--- src/verilog/mul_rob_pkg.sv ---
/*
 * Shared widths, counts and vector types for the multiply back end
 * Lane state encoding
 */

package mul_rob_pkg;

  // --------------------------------------------------
  // Sizes
  // --------------------------------------------------

  // Reorder buffer depth and its index width
  localparam int ROB_ENTRIES = 8;
  localparam int SEQ_BITS    = 3;

  // Multiply lanes and lane index width
  localparam int NUM_LANES   = 4;
  localparam int LANE_BITS   = 2;

  // --------------------------------------------------
  // Vector types
  // --------------------------------------------------

  // Destination register, zero means no write
  typedef logic [4:0]          reg_addr_t;
  typedef logic [SEQ_BITS-1:0] seq_num_t;

  // Unsigned operands and their full product
  typedef logic [7:0]          operand_t;
  typedef logic [15:0]         product_t;

  // Lane FSM
  typedef enum logic [1:0] {
    LANE_IDLE,
    LANE_RUN,
    LANE_DONE
  } lane_state_t;

endpackage

--- src/verilog/complete_arbiter.sv ---
/*
 * Round-robin completion arbiter
 * One finished lane per cycle goes to the reorder buffer
 */

`timescale 1ns/10ps

module complete_arbiter import mul_rob_pkg::*; (
  input  logic                 clk,
  input  logic                 rst,

  // Finished lanes
  input  logic [NUM_LANES-1:0] done_val,
  input  seq_num_t             done_seq_num [NUM_LANES],
  input  product_t             done_data [NUM_LANES],
  output logic [NUM_LANES-1:0] done_grant,

  // Completion to the buffer
  output logic                 complete_val,
  output seq_num_t             complete_seq_num,
  output product_t             complete_data
);

  // Lane with top priority this cycle
  logic [LANE_BITS-1:0] prio_ptr;
  logic [LANE_BITS-1:0] cand;
  logic [LANE_BITS-1:0] grant_idx;

  // --------------------------------------------------
  // Search from the pointer, wrapping
  // --------------------------------------------------

  always_comb begin
    grant_idx    = prio_ptr;
    complete_val = 1'b0;
    cand         = prio_ptr;
    for (int k = 0; k < NUM_LANES; k++) begin
      cand = prio_ptr + LANE_BITS'(k);
      if (!complete_val && done_val[cand]) begin
        grant_idx    = cand;
        complete_val = 1'b1;
      end
    end
  end

  always_comb begin
    done_grant = '0;
    if (complete_val)
      done_grant[grant_idx] = 1'b1;
  end

  assign complete_seq_num = done_seq_num[grant_idx];
  assign complete_data    = done_data[grant_idx];

  // Rotate past the granted lane
  always_ff @(posedge clk) begin
    if (rst)
      prio_ptr <= '0;
    else if (complete_val)
      prio_ptr <= grant_idx + 1'b1;
  end

endmodule

--- src/verilog/mul_issue.sv ---
/*
 * Issue stage. Admission control, lowest idle lane select
 * and one-hot start to the multiply lanes
 */

`timescale 1ns/10ps

module mul_issue import mul_rob_pkg::*; (
  // Incoming requests
  input  logic                 in_val,
  input  reg_addr_t            in_waddr,
  input  operand_t             in_a,
  input  operand_t             in_b,
  output logic                 in_rdy,

  // Reorder buffer allocation
  input  logic                 alloc_rdy,
  input  seq_num_t             alloc_seq_num,
  output logic                 alloc_val,
  output reg_addr_t            alloc_waddr,

  // Lane control
  input  logic [NUM_LANES-1:0] lane_idle,
  output logic [NUM_LANES-1:0] lane_start,
  output seq_num_t             start_seq_num,
  output operand_t             start_a,
  output operand_t             start_b
);

  logic [LANE_BITS-1:0] sel_lane;
  logic                 any_idle;
  logic                 accept;

  // --------------------------------------------------
  // Lane select
  // --------------------------------------------------

  // Lowest index wins, so scan from the top down
  always_comb begin
    sel_lane = '0;
    for (int k = NUM_LANES - 1; k >= 0; k--) begin
      if (lane_idle[k])
        sel_lane = LANE_BITS'(k);
    end
  end

  assign any_idle = |lane_idle;

  // Buffer slot free, no conflict and a lane to run on
  assign in_rdy = alloc_rdy & any_idle;
  assign accept = in_val & in_rdy;

  // Allocation happens on the accept edge
  assign alloc_val   = accept;
  assign alloc_waddr = in_waddr;

  // --------------------------------------------------
  // Lane start
  // --------------------------------------------------

  always_comb begin
    lane_start = '0;
    if (accept)
      lane_start[sel_lane] = 1'b1;
  end

  // Broadcast payload, only the started lane latches it
  assign start_seq_num = alloc_seq_num;
  assign start_a       = in_a;
  assign start_b       = in_b;

endmodule

--- src/verilog/mul_lane.sv ---
/*
 * One iterative shift-and-add 8x8 multiply lane
 * Holds its tagged result until the completion grant
 */

`timescale 1ns/10ps

module mul_lane import mul_rob_pkg::*; (
  input  logic        clk,
  input  logic        rst,

  // Start from issue
  input  logic        start,
  input  seq_num_t    start_seq_num,
  input  operand_t    start_a,
  input  operand_t    start_b,
  output logic        lane_idle,

  // Result toward the arbiter
  output logic        done_val,
  output seq_num_t    done_seq_num,
  output product_t    done_data,
  input  logic        done_grant
);

  lane_state_t state;

  // Datapath registers
  seq_num_t    seq_q;
  product_t    mcand;
  operand_t    mplier;
  product_t    acc;

  // --------------------------------------------------
  // Control FSM
  // --------------------------------------------------

  always_ff @(posedge clk) begin
    if (rst) begin
      state <= LANE_IDLE;
    end else begin
      case (state)
        LANE_IDLE:
          if (start)
            state <= LANE_RUN;
        // Last step when no set bits remain above bit 0
        LANE_RUN:
          if ((mplier >> 1) == '0)
            state <= LANE_DONE;
        LANE_DONE:
          if (done_grant)
            state <= LANE_IDLE;
        default:
          state <= LANE_IDLE;
      endcase
    end
  end

  // --------------------------------------------------
  // Shift and add
  // --------------------------------------------------

  always_ff @(posedge clk) begin
    if (state == LANE_IDLE && start) begin
      seq_q  <= start_seq_num;
      mcand  <= product_t'(start_a);
      mplier <= start_b;
      acc    <= '0;
    end else if (state == LANE_RUN) begin
      // Add shifted multiplicand for each set multiplier bit
      if (mplier[0])
        acc <= acc + mcand;
      mcand  <= mcand << 1;
      mplier <= mplier >> 1;
    end
  end

  assign lane_idle    = (state == LANE_IDLE);
  assign done_val     = (state == LANE_DONE);
  assign done_seq_num = seq_q;
  assign done_data    = acc;

endmodule

--- src/verilog/ooo_mul_top.sv ---
/*
 * Out-of-order multiply back end top level
 * Issue, lane array, completion arbiter and reorder buffer
 */

`timescale 1ns/10ps

module ooo_mul_top import mul_rob_pkg::*; (
  input  logic      clk,
  input  logic      rst,

  // Request side
  input  logic      in_val,
  input  reg_addr_t in_waddr,
  input  operand_t  in_a,
  input  operand_t  in_b,
  output logic      in_rdy,

  // Commit side
  output logic      commit_val,
  output seq_num_t  commit_seq_num,
  output reg_addr_t commit_waddr,
  output logic      commit_wen,
  output product_t  commit_wdata
);

  // Issue to buffer
  logic      alloc_rdy;
  logic      alloc_val;
  seq_num_t  alloc_seq_num;
  reg_addr_t alloc_waddr;

  // Issue to lanes
  logic [NUM_LANES-1:0] lane_idle;
  logic [NUM_LANES-1:0] lane_start;
  seq_num_t             start_seq_num;
  operand_t             start_a;
  operand_t             start_b;

  // Lanes to arbiter
  logic [NUM_LANES-1:0] done_val;
  logic [NUM_LANES-1:0] done_grant;
  seq_num_t             done_seq_num [NUM_LANES];
  product_t             done_data [NUM_LANES];

  // Arbiter to buffer
  logic     complete_val;
  seq_num_t complete_seq_num;
  product_t complete_data;

  // --------------------------------------------------
  // Blocks
  // --------------------------------------------------

  mul_issue u_issue (
    .in_val        (in_val),
    .in_waddr      (in_waddr),
    .in_a          (in_a),
    .in_b          (in_b),
    .in_rdy        (in_rdy),
    .alloc_rdy     (alloc_rdy),
    .alloc_seq_num (alloc_seq_num),
    .alloc_val     (alloc_val),
    .alloc_waddr   (alloc_waddr),
    .lane_idle     (lane_idle),
    .lane_start    (lane_start),
    .start_seq_num (start_seq_num),
    .start_a       (start_a),
    .start_b       (start_b)
  );

  // Identical lanes, each with its own start and grant bit
  for (genvar g = 0; g < NUM_LANES; g++) begin : g_lane
    mul_lane u_lane (
      .clk           (clk),
      .rst           (rst),
      .start         (lane_start[g]),
      .start_seq_num (start_seq_num),
      .start_a       (start_a),
      .start_b       (start_b),
      .lane_idle     (lane_idle[g]),
      .done_val      (done_val[g]),
      .done_seq_num  (done_seq_num[g]),
      .done_data     (done_data[g]),
      .done_grant    (done_grant[g])
    );
  end

  complete_arbiter u_arb (
    .clk              (clk),
    .rst              (rst),
    .done_val         (done_val),
    .done_seq_num     (done_seq_num),
    .done_data        (done_data),
    .done_grant       (done_grant),
    .complete_val     (complete_val),
    .complete_seq_num (complete_seq_num),
    .complete_data    (complete_data)
  );

  reorder_buffer u_rob (
    .clk              (clk),
    .rst              (rst),
    .alloc_val        (alloc_val),
    .alloc_waddr      (alloc_waddr),
    .alloc_seq_num    (alloc_seq_num),
    .alloc_rdy        (alloc_rdy),
    .complete_val     (complete_val),
    .complete_seq_num (complete_seq_num),
    .complete_data    (complete_data),
    .commit_val       (commit_val),
    .commit_seq_num   (commit_seq_num),
    .commit_waddr     (commit_waddr),
    .commit_wen       (commit_wen),
    .commit_wdata     (commit_wdata)
  );

endmodule

--- src/verilog/reorder_buffer.sv ---
/*
 * Reorder buffer. Circular entries with a wrap bit, register conflict
 * check at allocation, completion marking and in-order commit
 */

`timescale 1ns/10ps

module reorder_buffer import mul_rob_pkg::*; (
  input  logic      clk,
  input  logic      rst,

  // Allocation from issue
  input  logic      alloc_val,
  input  reg_addr_t alloc_waddr,
  output seq_num_t  alloc_seq_num,
  output logic      alloc_rdy,

  // Completion from the arbiter
  input  logic      complete_val,
  input  seq_num_t  complete_seq_num,
  input  product_t  complete_data,

  // Retirement
  output logic      commit_val,
  output seq_num_t  commit_seq_num,
  output reg_addr_t commit_waddr,
  output logic      commit_wen,
  output product_t  commit_wdata
);

  // --------------------------------------------------
  // Pointers
  // --------------------------------------------------

  // Extra MSB tells full from empty when indices match
  logic [SEQ_BITS:0] head;
  logic [SEQ_BITS:0] tail;
  seq_num_t          head_idx;
  seq_num_t          tail_idx;
  logic              full;

  // Entry state
  logic [ROB_ENTRIES-1:0] ent_valid;
  logic [ROB_ENTRIES-1:0] ent_done;
  reg_addr_t              ent_waddr [ROB_ENTRIES];
  product_t               ent_data [ROB_ENTRIES];

  logic addr_conflict;
  logic do_alloc;
  logic do_commit;

  assign head_idx = head[SEQ_BITS-1:0];
  assign tail_idx = tail[SEQ_BITS-1:0];
  assign full     = (head_idx == tail_idx) && (head[SEQ_BITS] != tail[SEQ_BITS]);

  // --------------------------------------------------
  // Allocation
  // --------------------------------------------------

  // Any in-flight writer of the same nonzero register blocks
  always_comb begin
    addr_conflict = 1'b0;
    for (int i = 0; i < ROB_ENTRIES; i++) begin
      if (ent_valid[i] && !ent_done[i] && ent_waddr[i] == alloc_waddr)
        addr_conflict = 1'b1;
    end
    if (alloc_waddr == '0)
      addr_conflict = 1'b0;
  end

  assign alloc_rdy     = !full && !addr_conflict;
  assign alloc_seq_num = tail_idx;
  assign do_alloc      = alloc_val && alloc_rdy;

  // Oldest entry retires once complete
  assign do_commit = ent_valid[head_idx] && ent_done[head_idx];

  // --------------------------------------------------
  // Pointer and flag update
  // --------------------------------------------------

  always_ff @(posedge clk) begin
    if (rst) begin
      head      <= '0;
      tail      <= '0;
      ent_valid <= '0;
      ent_done  <= '0;
    end else begin
      // Clear on commit
      if (do_commit) begin
        ent_valid[head_idx] <= 1'b0;
        ent_done[head_idx]  <= 1'b0;
        head                <= head + 1'b1;
      end
      if (complete_val)
        ent_done[complete_seq_num] <= 1'b1;
      if (do_alloc) begin
        ent_valid[tail_idx] <= 1'b1;
        ent_done[tail_idx]  <= 1'b0;
        tail                <= tail + 1'b1;
      end
    end
  end

  // Payload storage
  always_ff @(posedge clk) begin
    if (do_alloc)
      ent_waddr[tail_idx] <= alloc_waddr;
    if (complete_val)
      ent_data[complete_seq_num] <= complete_data;
  end

  // --------------------------------------------------
  // Commit port
  // --------------------------------------------------

  assign commit_val     = do_commit;
  assign commit_seq_num = head_idx;
  assign commit_waddr   = ent_waddr[head_idx];
  assign commit_wen     = (ent_waddr[head_idx] != '0);
  assign commit_wdata   = ent_data[head_idx];

endmodule
--- config.mk ---
export PLATFORM = sky130hd
export DESIGN_NAME = ooo_mul_top
export DESIGN_NICKNAME = d
export VERILOG_FILES = /design/src/verilog/mul_rob_pkg.sv /design/src/verilog/complete_arbiter.sv /design/src/verilog/mul_issue.sv /design/src/verilog/mul_lane.sv /design/src/verilog/ooo_mul_top.sv /design/src/verilog/reorder_buffer.sv
export SDC_FILE = /design/constraint.sdc
export NUM_CORES = 1
export LEC_CHECK = 0
export ABC_AREA = 1
export BUFFER_PORTS_ARGS = -buffer_cell sky130_fd_sc_hd__clkbuf_2
export CORE_MARGIN = 2
export CORE_UTILIZATION = 40
export CTS_CLUSTER_SIZE = 30
export DETAILED_ROUTE_END_ITERATION = 8
export GPL_TIMING_DRIVEN = 0
export PLACE_DENSITY = 0.59
export SYNTH_ARGS = -nofsm -noshare
export SYNTH_HDL_FRONTEND = slang
export SYNTH_SLANG_ARGS = --single-unit
--- constraint.sdc ---
create_clock -name clk -period 5.48 [get_ports clk]
set_clock_uncertainty 0.15 [all_clocks]
set_input_delay 1.096 -clock clk [delete_from_list [all_inputs] [get_ports clk]]
set_output_delay 1.096 -clock clk [all_outputs]
set_load 0.01 [all_outputs]
==> metrics.yaml <==
status:
  status: "finished clean"
placed_design:
  place.gp.congestion: 0.923
  io_buffers: 49
  hpwl_um: 39500
clock_network:
  cts_buffers: 44
  h-tree-depth: 2
  cts_hold_buf: 0
  cts_tree: "done"
  clock_path_buffers: 3
  cts-resized-gates: 0
  clock_sinks: 377
  cts_root_buf: "clkbuf_16"
  clock_latency_ns: 0.58
  postCtsSetupBuffers: 0
  clkSlewWorstSetupHoldPaths_ns: 0.06
setup_path:
  cp_cell_sequence: "clkbuf_1, clkinv_1, clkbuf_1, clkbuf_1, nor2_1, o22ai_1, nor2_1, a31oi_1, clkbuf_2"
  worst_setup_path_start_kind: "flip-flop"
  crit_required_ns: 4.23
  crit_fanout: 10
  worst_path_max_delay_cell: "clkbuf_1"
  crit_top_cell: "clkbuf_1"
  critPathKind: "flip-flop to output pin"
  max_stage_delay_ns: 0.53
  cp-end-kind: "output pin"
  worstPathArrival_ns: 3.21
final_layout:
  final_common_cell: "nand2_1"
  syn2layout_area_growth_pct: 12.8
  drive_gt1_frac: 0.143
  antenna_cells: 0
  final_cell_mix: "nand2_1, edfxtp_1, o21ai_0"
  layout.nets: 2388
global_route:
  grtUsageTotal: 0.210
  grt_max_degree: 18
  grt_antenna_before_repair: 1
  grt_pass1_wl_um: 82800
  gr-total-overflow: 0
  grt_pass1_vias: 15000
power_and_ir_drop:
  power_density_mw_per_mm2: 480
  total_power_mw: 10.6
  p_leak_nw: 9.51
  irDropWorstVdd_uv: 258
timing:
  slew_viol_final: 0
  tightestPinTransition_ns: 1.08
  hold_viol_final: 0
  finalCritPeriodShare: 0.814
  setup_violations: 0
  rsz0062_at_grt: "no"
  fin_crit_ns: 4.46
  slew_headroom: 0.279
  final.setup.tns_ns: 0
  max_freq_ghz: 0.224
synthesis:
  synth_nets: 2293
  synth_area_mm2: 0.0197
  seq_area_frac_synth: 0.508
  ys.warnings.count: 0
  synth_xor_area_frac: 0.0196
  synth_compound_area_frac: 0.178
  synth_ff_type: "edfxtp_1"
  synthCells: 2199
  async_flop_share: 0
  synthMuxAreaShare: 0
  synthDistinctLibCells: 57
  ys_ff_latch: 377
  yosys.area_share.adder: 0.0461
  synth_edf_count: 244
  synth_top_family_by_area: "compound AO/OA/AOI/OAI gates"
  syn_avg_cell_area_um2: 8.94
  synth_simple_gate_area_share: 0.169
routing:
  vias: 15500
  postRouteAntennaNets: 0
  avgViaCountPerCell: 5.17
  drc_errors: 0
  dr.pass1.iters: 7
  drt_iter0_drc: 1254
  wl_per_cell_um: 17.9
  routed_wl_um: 53500
flow_run:
  maxCapViolations: 0
worst_hold_path:
  hp-class: "flip-flop to flip-flop"
floorplanning:
  top_level_ports: 51
  die_width_um: 226
  design.die.area_mm2: 0.0509
  row_count: 81
  start_util: 0.403
  fp.dieH_um: 226
  core_mm2: 0.0487
metal layers:
layer / up-vias / share of wire / track usage
met3: 84 / 0.044 / 0.0280
met4: 2 / 0.026 / 0.0690
li1: 7689 / - / -
met2: 403 / 0.47 / 0.351
met1: 7288 / 0.46 / 0.282
met5: - / 0.00024 / 0
worst paths after layout:
kind / from / to / slack [ns] / cells past startpoint
max: flip-flop / commit_wdata[6] / 1.02 / 9
min: u_rob.head[3] / u_rob.head[3] / 0.32 / 1
max reg2reg: u_arb.prio_ptr[0] / u_rob.ent_data[7][7] / 2.17 / 14
min reg2reg: u_rob.head[3] / u_rob.head[3] / 0.32 / 1
power breakdown:
group	internal, mW	switching, mW	total, mW	leakage (nW)
registers	3.97	0.351	4.32	3.35
logic	1.08	2.30	3.38	5.47
clock network	1.75	1.19	2.94	0.691
total	6.80	3.83	10.6	9.51
layout make-up:
cell class	count	area (µm²)
clock buffer	58	1170
fill	4708	26600
buffer	90	489
sequential	377	9990
inverter	284	1070
clock inverter	23	274
multi-input combinational	1448	8100
tap	664	831
timing repair buffer	49	245
Yosys cell counts, drive strengths merged (3+ instances only):
cell | n | area, µm²
nand3b | 7 | 56.3
dfxtp | 133 | 2660
nand3 | 66 | 363
a21oi | 159 | 818
a31oi | 23 | 144
xnor2 | 14 | 123
ha | 66 | 826
nor2 | 229 | 906
edfxtp | 244 | 7330
nor4 | 4 | 25.0
o211ai | 76 | 776
nor3 | 18 | 90.1
a21o | 4 | 30.0
o221ai | 5 | 43.8
o31ai | 3 | 22.5
or2 | 32 | 200
o22ai | 28 | 181
clkbuf | 44 | 165
o21ai | 234 | 1180
a21boi | 5 | 48.8
o21bai | 7 | 52.6
clkinv | 6 | 23.8
xor2 | 30 | 263
a211oi | 3 | 22.5
inv | 278 | 1050
a22oi | 16 | 120
buf | 46 | 324
nand4 | 12 | 90.1
fa | 4 | 80.1
nand2 | 394 | 1570
cells by family (layout without fill, tap and decap cells):
| kind of cell | after synthesis | count (layout) |
|---|---|---|
| XOR/XNOR | 44 | 44 |
| AO/OA/AOI/OAI | 570 | 570 |
| AND/OR/NAND/NOR | 764 | 764 |
| buffers and inverters | 374 | 504 |
| adder cells (fa/ha/maj) | 70 | 70 |
| flip-flops | 377 | 377 |
through the flow:
step,cells,util,hold WS [ns],area (µm²),worst slack (ns)
after floorplan,2199,-,0.292,19700,2.07
after global placement,2912,0.425,0.310,20700,1.09
after detailed placement,2912,0.425,0.314,20700,1.04
after CTS,2993,0.455,0.322,22200,1.02
after global routing,2993,0.455,0.354,22200,0.870
final,2993,0.455,0.319,22200,1.02
critical path, delay by kind of cell (launching register included):
family | cells | cell delay, ns
buffers and inverters | 5 | 1.74
AOI/OAI and AO/OA | 2 | 0.43
DFF | 1 | 0.29
and+or+nand+nor | 2 | 0.17
flip-flops by register name, summed over array words and instances (netlist names), named ones only:
register                    flops
u_rob.ent_data                128
g_lane.u_lane.done_data        64
g_lane.u_lane.mcand            64
u_rob.ent_waddr                40
g_lane.u_lane.mplier           32
g_lane.u_lane.done_seq_num     12
g_lane.u_lane.state             8
u_rob.ent_done                  8
u_rob.ent_valid                 8
u_rob.head                      4
u_rob.tail                      4
u_arb.prio_ptr                  2
Note: power is estimated with default switching activity, not from simulation.
